$ cat config.mk
export PLATFORM = sky130hd
export DESIGN_NAME = frontend_top
export DESIGN_NICKNAME = d
export VERILOG_FILES = /design/src/source/riscv_isa_pkg.sv /design/src/source/frontend_pkg.sv /design/src/source/frontend_top.sv /design/src/source/fetch_queue.sv /design/src/source/branch_predict.sv /design/src/source/ras.sv /design/src/source/instr_scan.sv /design/src/source/pc_gen.sv
export SDC_FILE = /design/constraint.sdc
export NUM_CORES = 1
export LEC_CHECK = 0
export BUFFER_PORTS_ARGS = -buffer_cell sky130_fd_sc_hd__buf_2
export CAP_MARGIN = 40
export CORE_ASPECT_RATIO = 1.25
export CORE_MARGIN = 2
export CORE_UTILIZATION = 56
export CTS_CLUSTER_DIAMETER = 80
export CTS_CLUSTER_SIZE = 14
export DETAILED_ROUTE_END_ITERATION = 7
export PLACE_DENSITY = 0.77
export SLEW_MARGIN = 20
export SYNTH_ARGS = -nofsm -noshare
export SYNTH_HDL_FRONTEND = slang
export SYNTH_HIERARCHICAL = 1
export SYNTH_SLANG_ARGS = --single-unit
$ cat constraint.sdc
create_clock -name clk_i -period 10.3 [get_ports clk_i]
set_input_delay 1.03 -clock clk_i [delete_from_list [all_inputs] [get_ports clk_i]]
set_output_delay 1.03 -clock clk_i [all_outputs]
set_load 0.005 [all_outputs]
$ cat src/source/riscv_isa_pkg.sv
package riscv_isa_pkg;

    // instruction word width
    localparam int unsigned ILEN = 32;

    // ------------------------------
    // major opcodes
    // ------------------------------
    localparam logic [6:0] OPC_BRANCH = 7'b110_0011;
    localparam logic [6:0] OPC_JAL    = 7'b110_1111;
    localparam logic [6:0] OPC_JALR   = 7'b110_0111;

    // link registers, x1 and the alternate x5
    localparam logic [4:0] REG_RA = 5'd1;
    localparam logic [4:0] REG_T0 = 5'd5;

    // ------------------------------
    // instruction formats
    // ------------------------------
    // the same 32-bit word viewed as B-, J- and I-format
    typedef union packed {
        // conditional branch, immediate scattered over both ends
        struct packed {
            logic       imm12;
            logic [5:0] imm10_5;
            logic [4:0] rs2;
            logic [4:0] rs1;
            logic [2:0] funct3;
            logic [3:0] imm4_1;
            logic       imm11;
            logic [6:0] opcode;
        } b_fmt;
        // jal
        struct packed {
            logic       imm20;
            logic [9:0] imm10_1;
            logic       imm11;
            logic [7:0] imm19_12;
            logic [4:0] rd;
            logic [6:0] opcode;
        } j_fmt;
        // jalr and other register-immediate ops
        struct packed {
            logic [11:0] imm11_0;
            logic [4:0]  rs1;
            logic [2:0]  funct3;
            logic [4:0]  rd;
            logic [6:0]  opcode;
        } i_fmt;
    } instr_u;

endpackage

$ cat src/source/frontend_pkg.sv
package frontend_pkg;

    // ------------------------------
    // address space
    // ------------------------------
    // virtual address width
    localparam int unsigned VLEN = 32;
    // first fetch address once reset is released
    localparam logic [VLEN-1:0] BOOT_ADDR = 32'h0000_0080;
    // debug entry point, taken on set_debug_pc_i
    localparam logic [VLEN-1:0] DEBUG_ADDR = 32'h0000_0800;

    // ------------------------------
    // queue and stack sizing
    // ------------------------------
    // fetch queue entries towards the backend
    localparam int unsigned QUEUE_DEPTH = 4;
    // read/write pointer width, depth is a power of two so pointers wrap
    localparam int unsigned QPTR_W = $clog2(QUEUE_DEPTH);
    // occupancy and free-slot counters, they must hold 0..QUEUE_DEPTH
    localparam int unsigned QCNT_W = $clog2(QUEUE_DEPTH + 1);
    // return-address stack entries
    localparam int unsigned RAS_DEPTH = 2;

    // ------------------------------
    // control-flow kind
    // ------------------------------
    // travels with every fetch entry to the backend
    typedef enum logic [2:0] {
        // plain instruction or a branch predicted not taken
        NO_CF,
        // conditional branch predicted taken
        BRANCH,
        // jal, always taken
        JUMP,
        // register jump that is not a return, never predicted
        JUMP_R,
        // jalr through a link register with rd = x0
        RETURN
    } cf_e;

endpackage
$ cat src/source/frontend_top.sv
`timescale 1ns/1ns

module frontend_top (
    input  logic                           clk_i,
    input  logic                           rst_ni,
    // instruction memory, one-cycle response
    output logic                           imem_req_o,
    output logic [frontend_pkg::VLEN-1:0]  imem_addr_o,
    input  logic                           imem_valid_i,
    input  logic [riscv_isa_pkg::ILEN-1:0] imem_data_i,
    // backend redirects
    input  logic                           resolve_mispredict_i,
    input  logic [frontend_pkg::VLEN-1:0]  resolve_target_i,
    input  logic                           eret_i,
    input  logic [frontend_pkg::VLEN-1:0]  epc_i,
    input  logic                           ex_valid_i,
    input  logic [frontend_pkg::VLEN-1:0]  trap_vector_i,
    input  logic                           set_pc_commit_i,
    input  logic [frontend_pkg::VLEN-1:0]  pc_commit_i,
    input  logic                           set_debug_pc_i,
    // fetch entries to the backend
    output logic                           entry_valid_o,
    input  logic                           entry_ready_i,
    output logic [frontend_pkg::VLEN-1:0]  entry_addr_o,
    output logic [riscv_isa_pkg::ILEN-1:0] entry_instr_o,
    output frontend_pkg::cf_e              entry_cf_o,
    output logic [frontend_pkg::VLEN-1:0]  entry_target_o
);
    import frontend_pkg::*;

    logic              resp_valid;
    logic [VLEN-1:0]   resp_addr;
    logic              predict_valid;
    logic [VLEN-1:0]   predict_target;
    cf_e               bp_cf;
    logic [VLEN-1:0]   bp_target;
    logic              redirect;
    logic [QCNT_W-1:0] free_slots;

    // ------------------------------
    // next PC and fetch request
    // ------------------------------
    pc_gen pc_gen_i (
        .clk_i                (clk_i),
        .rst_ni               (rst_ni),
        .set_debug_pc_i       (set_debug_pc_i),
        .set_pc_commit_i      (set_pc_commit_i),
        .pc_commit_i          (pc_commit_i),
        .ex_valid_i           (ex_valid_i),
        .trap_vector_i        (trap_vector_i),
        .eret_i               (eret_i),
        .epc_i                (epc_i),
        .resolve_mispredict_i (resolve_mispredict_i),
        .resolve_target_i     (resolve_target_i),
        .imem_valid_i         (imem_valid_i),
        .predict_valid_i      (predict_valid),
        .predict_target_i     (predict_target),
        .free_slots_i         (free_slots),
        .imem_req_o           (imem_req_o),
        .imem_addr_o          (imem_addr_o),
        .resp_valid_o         (resp_valid),
        .resp_addr_o          (resp_addr),
        .redirect_o           (redirect)
    );

    // scan and predict straight off the memory data
    branch_predict branch_predict_i (
        .clk_i            (clk_i),
        .rst_ni           (rst_ni),
        .resp_valid_i     (resp_valid),
        .resp_addr_i      (resp_addr),
        .resp_instr_i     (imem_data_i),
        .predict_valid_o  (predict_valid),
        .predict_target_o (predict_target),
        .cf_o             (bp_cf),
        .target_o         (bp_target)
    );

    // a redirect empties the queue
    fetch_queue fetch_queue_i (
        .clk_i          (clk_i),
        .rst_ni         (rst_ni),
        .flush_i        (redirect),
        .wr_valid_i     (resp_valid),
        .wr_addr_i      (resp_addr),
        .wr_instr_i     (imem_data_i),
        .wr_cf_i        (bp_cf),
        .wr_target_i    (bp_target),
        .entry_valid_o  (entry_valid_o),
        .entry_ready_i  (entry_ready_i),
        .entry_addr_o   (entry_addr_o),
        .entry_instr_o  (entry_instr_o),
        .entry_cf_o     (entry_cf_o),
        .entry_target_o (entry_target_o),
        .free_slots_o   (free_slots)
    );

endmodule

$ cat src/source/fetch_queue.sv
`timescale 1ns/1ns

module fetch_queue (
    input  logic                              clk_i,
    input  logic                              rst_ni,
    input  logic                              flush_i,
    // write side takes at most one response per cycle
    input  logic                              wr_valid_i,
    input  logic [frontend_pkg::VLEN-1:0]     wr_addr_i,
    input  logic [riscv_isa_pkg::ILEN-1:0]    wr_instr_i,
    input  frontend_pkg::cf_e                 wr_cf_i,
    input  logic [frontend_pkg::VLEN-1:0]     wr_target_i,
    // backend side
    output logic                              entry_valid_o,
    input  logic                              entry_ready_i,
    output logic [frontend_pkg::VLEN-1:0]     entry_addr_o,
    output logic [riscv_isa_pkg::ILEN-1:0]    entry_instr_o,
    output frontend_pkg::cf_e                 entry_cf_o,
    output logic [frontend_pkg::VLEN-1:0]     entry_target_o,
    output logic [frontend_pkg::QCNT_W-1:0]   free_slots_o
);
    import frontend_pkg::*;
    import riscv_isa_pkg::*;

    // entry storage
    logic [VLEN-1:0]   addr_q   [QUEUE_DEPTH];
    logic [ILEN-1:0]   instr_q  [QUEUE_DEPTH];
    cf_e               cf_q     [QUEUE_DEPTH];
    logic [VLEN-1:0]   target_q [QUEUE_DEPTH];

    logic [QPTR_W-1:0] rd_ptr_q;
    logic [QPTR_W-1:0] wr_ptr_q;
    logic [QCNT_W-1:0] count_q;
    logic              push;
    logic              pop;

    // pc_gen only requests while a slot is free
    assign push = wr_valid_i;
    assign pop  = entry_valid_o & entry_ready_i;

    assign entry_valid_o  = (count_q != '0);
    assign entry_addr_o   = addr_q[rd_ptr_q];
    assign entry_instr_o  = instr_q[rd_ptr_q];
    assign entry_cf_o     = cf_q[rd_ptr_q];
    assign entry_target_o = target_q[rd_ptr_q];
    assign free_slots_o   = QCNT_W'(QUEUE_DEPTH) - count_q;

    // ------------------------------
    // pointers and occupancy
    // ------------------------------
    always_ff @(posedge clk_i or negedge rst_ni) begin
        if (!rst_ni) begin
            rd_ptr_q <= '0;
            wr_ptr_q <= '0;
            count_q  <= '0;
        end else if (flush_i) begin
            // flush wins over a write in the same cycle
            rd_ptr_q <= '0;
            wr_ptr_q <= '0;
            count_q  <= '0;
        end else begin
            if (push) begin
                wr_ptr_q <= wr_ptr_q + QPTR_W'(1);
            end
            if (pop) begin
                rd_ptr_q <= rd_ptr_q + QPTR_W'(1);
            end
            case ({push, pop})
                2'b10:   count_q <= count_q + QCNT_W'(1);
                2'b01:   count_q <= count_q - QCNT_W'(1);
                default: count_q <= count_q;
            endcase
        end
    end

    // payload write
    always_ff @(posedge clk_i) begin
        if (push) begin
            addr_q[wr_ptr_q]   <= wr_addr_i;
            instr_q[wr_ptr_q]  <= wr_instr_i;
            cf_q[wr_ptr_q]     <= wr_cf_i;
            target_q[wr_ptr_q] <= wr_target_i;
        end
    end

endmodule

$ cat src/source/branch_predict.sv
`timescale 1ns/1ns

module branch_predict (
    input  logic                          clk_i,
    input  logic                          rst_ni,
    input  logic                          resp_valid_i,
    input  logic [frontend_pkg::VLEN-1:0] resp_addr_i,
    input  riscv_isa_pkg::instr_u         resp_instr_i,
    output logic                          predict_valid_o,
    output logic [frontend_pkg::VLEN-1:0] predict_target_o,
    output frontend_pkg::cf_e             cf_o,
    output logic [frontend_pkg::VLEN-1:0] target_o
);
    import frontend_pkg::*;

    cf_e             scan_cf;
    logic            scan_call;
    logic            scan_return;
    logic [VLEN-1:0] scan_imm;
    logic [VLEN-1:0] seq_addr;
    logic            taken;
    logic            push;
    logic            pop;
    logic [VLEN-1:0] push_addr;
    logic [VLEN-1:0] ras_top;
    logic            ras_valid;

    instr_scan instr_scan_i (
        .instr_i     (resp_instr_i),
        .cf_o        (scan_cf),
        .is_call_o   (scan_call),
        .is_return_o (scan_return),
        .imm_o       (scan_imm)
    );

    assign seq_addr = resp_addr_i + VLEN'(4);

    // ------------------------------
    // taken decision and target
    // ------------------------------
    always_comb begin
        taken    = 1'b0;
        target_o = seq_addr;
        cf_o     = NO_CF;
        case (scan_cf)
            // static rule, backward taken and forward not taken
            BRANCH: begin
                if (scan_imm[VLEN-1]) begin
                    taken    = 1'b1;
                    cf_o     = BRANCH;
                    target_o = resp_addr_i + scan_imm;
                end
            end
            JUMP: begin
                taken    = 1'b1;
                cf_o     = JUMP;
                target_o = resp_addr_i + scan_imm;
            end
            // flagged for the backend but fetch runs on sequentially
            JUMP_R: cf_o = JUMP_R;
            RETURN: begin
                cf_o = RETURN;
                // an empty stack leaves the return unpredicted
                if (ras_valid) begin
                    taken    = 1'b1;
                    target_o = ras_top;
                end
            end
            default: cf_o = NO_CF;
        endcase
    end

    assign predict_valid_o  = resp_valid_i & taken;
    assign predict_target_o = target_o;

    // calls save the link address, predicted returns consume it
    assign push      = resp_valid_i & scan_call;
    assign pop       = resp_valid_i & scan_return & ras_valid;
    assign push_addr = seq_addr;

    ras ras_i (
        .clk_i   (clk_i),
        .rst_ni  (rst_ni),
        .push_i  (push),
        .pop_i   (pop),
        .data_i  (push_addr),
        .top_o   (ras_top),
        .valid_o (ras_valid)
    );

endmodule

$ cat src/source/ras.sv
`timescale 1ns/1ns

module ras (
    input  logic                          clk_i,
    input  logic                          rst_ni,
    input  logic                          push_i,
    input  logic                          pop_i,
    input  logic [frontend_pkg::VLEN-1:0] data_i,
    output logic [frontend_pkg::VLEN-1:0] top_o,
    output logic                          valid_o
);
    import frontend_pkg::*;

    // index 0 is the top of the stack
    logic [VLEN-1:0]      addr_q [RAS_DEPTH];
    logic [RAS_DEPTH-1:0] valid_q;

    assign top_o   = addr_q[0];
    assign valid_o = valid_q[0];

    // ------------------------------
    // valid bits
    // ------------------------------
    always_ff @(posedge clk_i or negedge rst_ni) begin
        if (!rst_ni) begin
            valid_q <= '0;
        end else if (push_i && pop_i) begin
            // replace the top in place
            valid_q[0] <= 1'b1;
        end else if (push_i) begin
            // the oldest entry falls off the bottom on overflow
            valid_q <= {valid_q[RAS_DEPTH-2:0], 1'b1};
        end else if (pop_i) begin
            valid_q <= {1'b0, valid_q[RAS_DEPTH-1:1]};
        end
    end

    // return addresses shift along with their valid bits
    always_ff @(posedge clk_i) begin
        if (push_i && pop_i) begin
            addr_q[0] <= data_i;
        end else if (push_i) begin
            for (int i = RAS_DEPTH - 1; i > 0; i--) begin
                addr_q[i] <= addr_q[i-1];
            end
            addr_q[0] <= data_i;
        end else if (pop_i) begin
            for (int i = 0; i < RAS_DEPTH - 1; i++) begin
                addr_q[i] <= addr_q[i+1];
            end
        end
    end

endmodule

$ cat src/source/instr_scan.sv
`timescale 1ns/1ns

module instr_scan (
    input  riscv_isa_pkg::instr_u         instr_i,
    output frontend_pkg::cf_e             cf_o,
    output logic                          is_call_o,
    output logic                          is_return_o,
    output logic [frontend_pkg::VLEN-1:0] imm_o
);
    import frontend_pkg::*;
    import riscv_isa_pkg::*;

    logic jal_rd_link;
    logic jalr_rd_link;
    logic jalr_rs1_link;
    logic jalr_rd_zero;

    // ra and t0 both count as link registers
    assign jal_rd_link   = (instr_i.j_fmt.rd == REG_RA) || (instr_i.j_fmt.rd == REG_T0);
    assign jalr_rd_link  = (instr_i.i_fmt.rd == REG_RA) || (instr_i.i_fmt.rd == REG_T0);
    assign jalr_rs1_link = (instr_i.i_fmt.rs1 == REG_RA) || (instr_i.i_fmt.rs1 == REG_T0);
    assign jalr_rd_zero  = (instr_i.i_fmt.rd == 5'd0);

    always_comb begin
        cf_o        = NO_CF;
        is_call_o   = 1'b0;
        is_return_o = 1'b0;
        imm_o       = '0;
        case (instr_i.i_fmt.opcode)
            // ------------------------------
            // conditional branch
            // ------------------------------
            OPC_BRANCH: begin
                cf_o  = BRANCH;
                // sign bit in imm12, bit 0 always zero
                imm_o = {{(VLEN - 12){instr_i.b_fmt.imm12}},
                         instr_i.b_fmt.imm11,
                         instr_i.b_fmt.imm10_5,
                         instr_i.b_fmt.imm4_1,
                         1'b0};
            end
            // ------------------------------
            // direct jump
            // ------------------------------
            OPC_JAL: begin
                cf_o      = JUMP;
                is_call_o = jal_rd_link;
                imm_o     = {{(VLEN - 20){instr_i.j_fmt.imm20}},
                             instr_i.j_fmt.imm19_12,
                             instr_i.j_fmt.imm11,
                             instr_i.j_fmt.imm10_1,
                             1'b0};
            end
            // register jump, target comes from a register
            OPC_JALR: begin
                is_return_o = jalr_rs1_link & jalr_rd_zero;
                is_call_o   = jalr_rd_link;
                // returns go to the stack, everything else stays unpredicted
                cf_o        = (jalr_rs1_link && jalr_rd_zero) ? RETURN : JUMP_R;
            end
            default: begin
                cf_o = NO_CF;
            end
        endcase
    end

endmodule

$ cat src/source/pc_gen.sv
`timescale 1ns/1ns

module pc_gen (
    input  logic                            clk_i,
    input  logic                            rst_ni,
    // backend redirects, highest priority first
    input  logic                            set_debug_pc_i,
    input  logic                            set_pc_commit_i,
    input  logic [frontend_pkg::VLEN-1:0]   pc_commit_i,
    input  logic                            ex_valid_i,
    input  logic [frontend_pkg::VLEN-1:0]   trap_vector_i,
    input  logic                            eret_i,
    input  logic [frontend_pkg::VLEN-1:0]   epc_i,
    input  logic                            resolve_mispredict_i,
    input  logic [frontend_pkg::VLEN-1:0]   resolve_target_i,
    // memory response strobe
    input  logic                            imem_valid_i,
    // prediction on the current response
    input  logic                            predict_valid_i,
    input  logic [frontend_pkg::VLEN-1:0]   predict_target_i,
    // room left in the fetch queue
    input  logic [frontend_pkg::QCNT_W-1:0] free_slots_i,
    output logic                            imem_req_o,
    output logic [frontend_pkg::VLEN-1:0]   imem_addr_o,
    output logic                            resp_valid_o,
    output logic [frontend_pkg::VLEN-1:0]   resp_addr_o,
    output logic                            redirect_o
);
    import frontend_pkg::*;

    logic [VLEN-1:0] npc_d;
    logic [VLEN-1:0] npc_q;
    // low until the first edge after reset release
    logic            run_q;
    // a request went out last cycle, its response lands now
    logic            inflight_q;
    // the response landing now was requested during a redirect
    logic            drop_q;

    // any backend redirect also flushes the frontend
    assign redirect_o = set_debug_pc_i | set_pc_commit_i | ex_valid_i | eret_i
                      | resolve_mispredict_i;

    // the in-flight response still needs a slot of its own
    assign imem_req_o = run_q & (free_slots_i > QCNT_W'(inflight_q));

    // a taken prediction replaces the sequential address in the same cycle
    assign imem_addr_o = predict_valid_i ? predict_target_i : npc_q;

    // stale responses are hidden from scan, predictor and queue
    assign resp_valid_o = imem_valid_i & ~drop_q & ~redirect_o;

    // ------------------------------
    // next PC
    // ------------------------------
    always_comb begin
        // advance only past an address that was actually requested
        npc_d = imem_req_o ? imem_addr_o + VLEN'(4) : imem_addr_o;
        if (set_debug_pc_i) begin
            npc_d = DEBUG_ADDR;
        end else if (set_pc_commit_i) begin
            // restart behind the committing instruction
            npc_d = pc_commit_i + VLEN'(4);
        end else if (ex_valid_i) begin
            npc_d = trap_vector_i;
        end else if (eret_i) begin
            npc_d = epc_i;
        end else if (resolve_mispredict_i) begin
            npc_d = resolve_target_i;
        end
    end

    always_ff @(posedge clk_i or negedge rst_ni) begin
        if (!rst_ni) begin
            npc_q      <= BOOT_ADDR;
            run_q      <= 1'b0;
            inflight_q <= 1'b0;
            drop_q     <= 1'b0;
        end else begin
            npc_q      <= npc_d;
            run_q      <= 1'b1;
            inflight_q <= imem_req_o;
            drop_q     <= redirect_o & imem_req_o;
        end
    end

    // address of the outstanding request, pairs with next cycle's data
    always_ff @(posedge clk_i) begin
        if (imem_req_o) begin
            resp_addr_o <= imem_addr_o;
        end
    end

endmodule

==> impl_metrics.xml <==
<?xml version="1.0" encoding="UTF-8"?>
<metrics>
  <group name="synth">
    <metric name="yosys_warnings" unit="">6</metric>
    <metric name="cell_variety_after_synth" unit="">91</metric>
    <metric name="mappedNetlistArea" unit="um^2">25700</metric>
    <metric name="synth.top_cells.by_count" unit="">492 x edfxtp_1, 103 x nand2_1, 99 x mux4_2</metric>
    <metric name="synth_most_common_cell" unit="">edfxtp_1</metric>
    <metric name="syn_inst" unit="">1745</metric>
    <metric name="postSynth.asyncResetShare" unit="%">8.21</metric>
    <metric name="synthFlopType" unit="">edfxtp_1</metric>
    <metric name="synth_fp_nets" unit="">1960</metric>
    <metric name="synth_largest_type_area_fraction" unit="%">57.4</metric>
    <metric name="syn_avg_cell_area" unit="um^2">14.7</metric>
    <metric name="post_synth_main_area_contributors" unit="">edfxtp_1 57%, mux4_2 8.7%, dfrtp_1 4.2%, xnor2_1 2.5%, ha_1 2.1%</metric>
    <metric name="flops_latches_synth" unit="">536</metric>
    <metric name="yosysTopAreaCell" unit="">edfxtp_1</metric>
    <metric name="number_of_synthesized_flops_with_an_enable_pin" unit="">492</metric>
    <metric name="seq_area_frac_synth" unit="%">61.7</metric>
  </group>
  <group name="floorplanning">
    <metric name="placeableCoreArea" unit="um^2">45300</metric>
    <metric name="floorplan.die.height" unit="um">244</metric>
    <metric name="die_area" unit="um^2">47700</metric>
    <metric name="initial_utilization" unit="%">56.8</metric>
    <metric name="design.portCount" unit="">302</metric>
    <metric name="fp.dieW" unit="um">196</metric>
    <metric name="placement_rows" unit="">87</metric>
  </group>
  <group name="clock_tree">
    <metric name="clk_sinks" unit="">536</metric>
    <metric name="clk_path_buf_depth" unit="">3</metric>
    <metric name="clock_tree_from_tritoncts" unit="">built</metric>
    <metric name="hold_buffers" unit="">0</metric>
    <metric name="post_cts.repair.setup_buffers" unit="">0</metric>
    <metric name="root_buffer" unit="">clkbuf_16</metric>
    <metric name="insertion_delay" unit="ps">570</metric>
    <metric name="cts.repair.resized" unit="">0</metric>
    <metric name="htree_levels" unit="">2</metric>
    <metric name="path_clk_slew" unit="ps">70</metric>
    <metric name="tritoncts.num_buffers" unit="">44</metric>
  </group>
  <group name="global_route">
    <metric name="grt_pass1_vias" unit="">16800</metric>
    <metric name="grt_util_all_layers" unit="%">28.5</metric>
    <metric name="globalRouteOverflowTotal" unit="">0</metric>
    <metric name="grt_antenna_before_repair" unit="">0</metric>
    <metric name="grt_start_max_net_pins" unit="">61</metric>
    <metric name="global_route_wire_length_before_repair" unit="um">102000</metric>
  </group>
  <group name="timing">
    <metric name="maxSlewHeadroom" unit="%">44.3</metric>
    <metric name="setup_violations" unit="">0</metric>
    <metric name="totalNegativeSetupSlack" unit="ps">0</metric>
    <metric name="tightestPinTransition" unit="ps">831</metric>
    <metric name="post-route-worst-setup-slack" unit="ps">3650</metric>
    <metric name="grt_setup_unrepaired" unit="">false</metric>
    <metric name="timing.final.max_slew_violations" unit="">0</metric>
    <metric name="maxClockFrequency" unit="GHz">0.150</metric>
    <metric name="layout_min_cycle_time" unit="ps">6650</metric>
    <metric name="clock-skew-final" unit="ps">27.6</metric>
    <metric name="post-route-period-util" unit="%">64.5</metric>
    <metric name="hold_viol" unit="">0</metric>
  </group>
  <group name="critical_path">
    <metric name="critical-path-slowest-cell" unit="">nor3b_1</metric>
    <metric name="critical-path-max-stage-delay" unit="ps">590</metric>
    <metric name="critical_path_buf_inv_count" unit="">5</metric>
    <metric name="cpLargestDelayFamily" unit="">simple AND/OR/NAND/NOR gates</metric>
    <metric name="cp.required" unit="ps">9270</metric>
    <metric name="cp_max_fo" unit="">33</metric>
    <metric name="startpoint_type" unit="">input pin</metric>
    <metric name="cp.arrival" unit="ps">5620</metric>
    <metric name="worstSetupPathType" unit="">input pin to output port</metric>
    <metric name="critPathCaptureType" unit="">output port</metric>
    <metric name="worstPathCellList" unit="">buf_2 -&gt; or4b_4 -&gt; or4_4 -&gt; nor3_1 -&gt; nor3b_1 -&gt; and2_1 -&gt; buf_4 -&gt; nor2_2 -&gt; buf_4 -&gt; a22oi_1 -&gt; nand4_1 -&gt; mux2i_1 -&gt; inv_1 -&gt; buf_2</metric>
  </group>
  <group name="cells_and_area">
    <metric name="design.final.nets" unit="">2225</metric>
    <metric name="antennaDiodeCount" unit="">0</metric>
    <metric name="post_route_cells_drive_above_1_share" unit="%">28.9</metric>
    <metric name="synth_to_final_area_change" unit="%">12.3</metric>
    <metric name="final_util" unit="%">63.8</metric>
  </group>
  <group name="hold_path">
    <metric name="hp-class" unit="">register to register</metric>
  </group>
  <group name="run">
    <metric name="maxCapViolations" unit="">0</metric>
  </group>
  <group name="route">
    <metric name="routed_via_density" unit="">6.33</metric>
    <metric name="routed-via-count" unit="">16600</metric>
    <metric name="detailedRoute.firstIterationViolations" unit="">1413</metric>
    <metric name="detail_route.first_pass.iterations" unit="">6</metric>
    <metric name="wire_length_per_cell" unit="um">25.8</metric>
    <metric name="drc" unit="">0</metric>
    <metric name="routed_wl" unit="um">67800</metric>
    <metric name="postRouteAntennaNets" unit="">0</metric>
  </group>
  <group name="place">
    <metric name="dp_hpwl" unit="um">48500</metric>
    <metric name="portBuffers" unit="">301</metric>
    <metric name="gpl.final_weighted_congestion" unit="">0.989</metric>
    <metric name="dp_slack" unit="ps">3210</metric>
  </group>
  <group name="power">
    <metric name="power.density_cell_area" unit="nW/um^2">149</metric>
    <metric name="vdd.ir_drop.worst" unit="mV">0.134</metric>
    <metric name="power.total" unit="mW">4.31</metric>
    <metric name="leakage" unit="nW">10.2</metric>
  </group>
  <group name="outcome">
    <metric name="run_status" unit="">complete, no violations</metric>
  </group>
</metrics>
where the power goes:
group	switching (mW)	internal, mW	total, mW
registers	0.0348	2.40	2.44
logic	0.187	0.117	0.304
clock network	0.737	0.826	1.56
total	0.958	3.35	4.31
per-layer routing:
| layer | GRT usage, % | part of all wire (%) | wire [um] |
|---|---|---|---|
| met1 | 37.8 | 39 | 26400 |
| met2 | 48.4 | 49 | 33400 |
| met3 | 4.64 | 8.4 | 5680 |
| met4 | 9.63 | 3.4 | 2310 |
| met5 | 0 | 0 | 0 |
through the flow:
step	instance area (um^2)	instances	hold slack, ps
floorplan	25700	1745	418
global placement	27400	2520	435
detailed placement	27600	2535	441
CTS	28800	2617	460
global route	28900	2624	472
finish	28900	2624	456
path summary, 6_finish.rpt:
kind / start / to / slack (ps) / cells past startpoint
min in group asynchronous: rst_ni / pc_gen_i/npc_q[22] / 570 / 2
max: imem_data_i[19] / imem_addr_o[25] / 3650 / 14
max reg2reg: pc_gen_i/resp_addr_o[1] / pc_gen_i/npc_q[25] / 5220 / 16
max in group asynchronous: rst_ni / fetch_queue_i/rd_ptr_q[1] / 9210 / 2
min: branch_predict_i/ras_i/addr_q[0][12] / branch_predict_i/ras_i/addr_q[1][12] / 460 / 0
min reg2reg: branch_predict_i/ras_i/addr_q[0][12] / branch_predict_i/ras_i/addr_q[1][12] / 460 / 0
cell type report:
cell class / instances / area, um^2
Inverter: 52 / 195
Tap cell: 578 / 723
Sequential cell: 536 / 15900
Timing Repair Buffer: 349 / 1950
Fill cell: 3329 / 16400
Clock inverter: 3 / 28.8
Multi-Input combinational cell: 1027 / 8850
Clock buffer: 79 / 1250
cell usage in the layout, fill, tap and decap left out, drive strengths merged, types with 41 or more instances in the layout:
cell and count:
nand2 103, clkbuf 82, ha 44, o21ai 54, edfxtp 492, mux2 55, a21oi 85, dfrtp 43
xnor2 72, nand3 41, buf 346, mux4 99, nor2 76, inv 53
sequential cells by signal, indices dropped and copies added (netlist names):
register / cells
fetch_queue_i/addr_q: 128
fetch_queue_i/wr_ptr_q: 2
branch_predict_i/ras_i/addr_q: 64
pc_gen_i/drop_q: 1
fetch_queue_i/target_q: 128
pc_gen_i/resp_addr_o: 32
pc_gen_i/inflight_q: 1
branch_predict_i/ras_i/valid_q: 2
pc_gen_i/npc_q: 32
fetch_queue_i/count_q: 3
pc_gen_i/run_q: 1
fetch_queue_i/instr_q: 128
fetch_queue_i/cf_q: 12
fetch_queue_i/rd_ptr_q: 2
cell families (layout without fill, tap and decap cells):
kind of cell	after synthesis	after routing	synth area share (%)
fa+ha+maj	46	46	2.30
xor+xnor	106	106	3.61
mux	171	171	12.2
simple gates	381	381	7.78
other cells	2	2	0.0292
flops	536	536	61.7
compound gates	321	321	8.42
buf+inv	182	483	3.98
worst reg2reg max path: cells and delay by family, from the launching register on:
| family | cells | cell delay [ps] |
|---|---|---|
| adders and majority gates | 1 | 560 |
| xor gates and xnor gates | 1 | 110 |
| and+or+nand+nor | 4 | 970 |
| DFF | 1 | 580 |
| buffers and inverters | 1 | 290 |
| AOI/OAI and AO/OA | 9 | 2460 |
No activity file was read; power rests on OpenSTA's default activity.
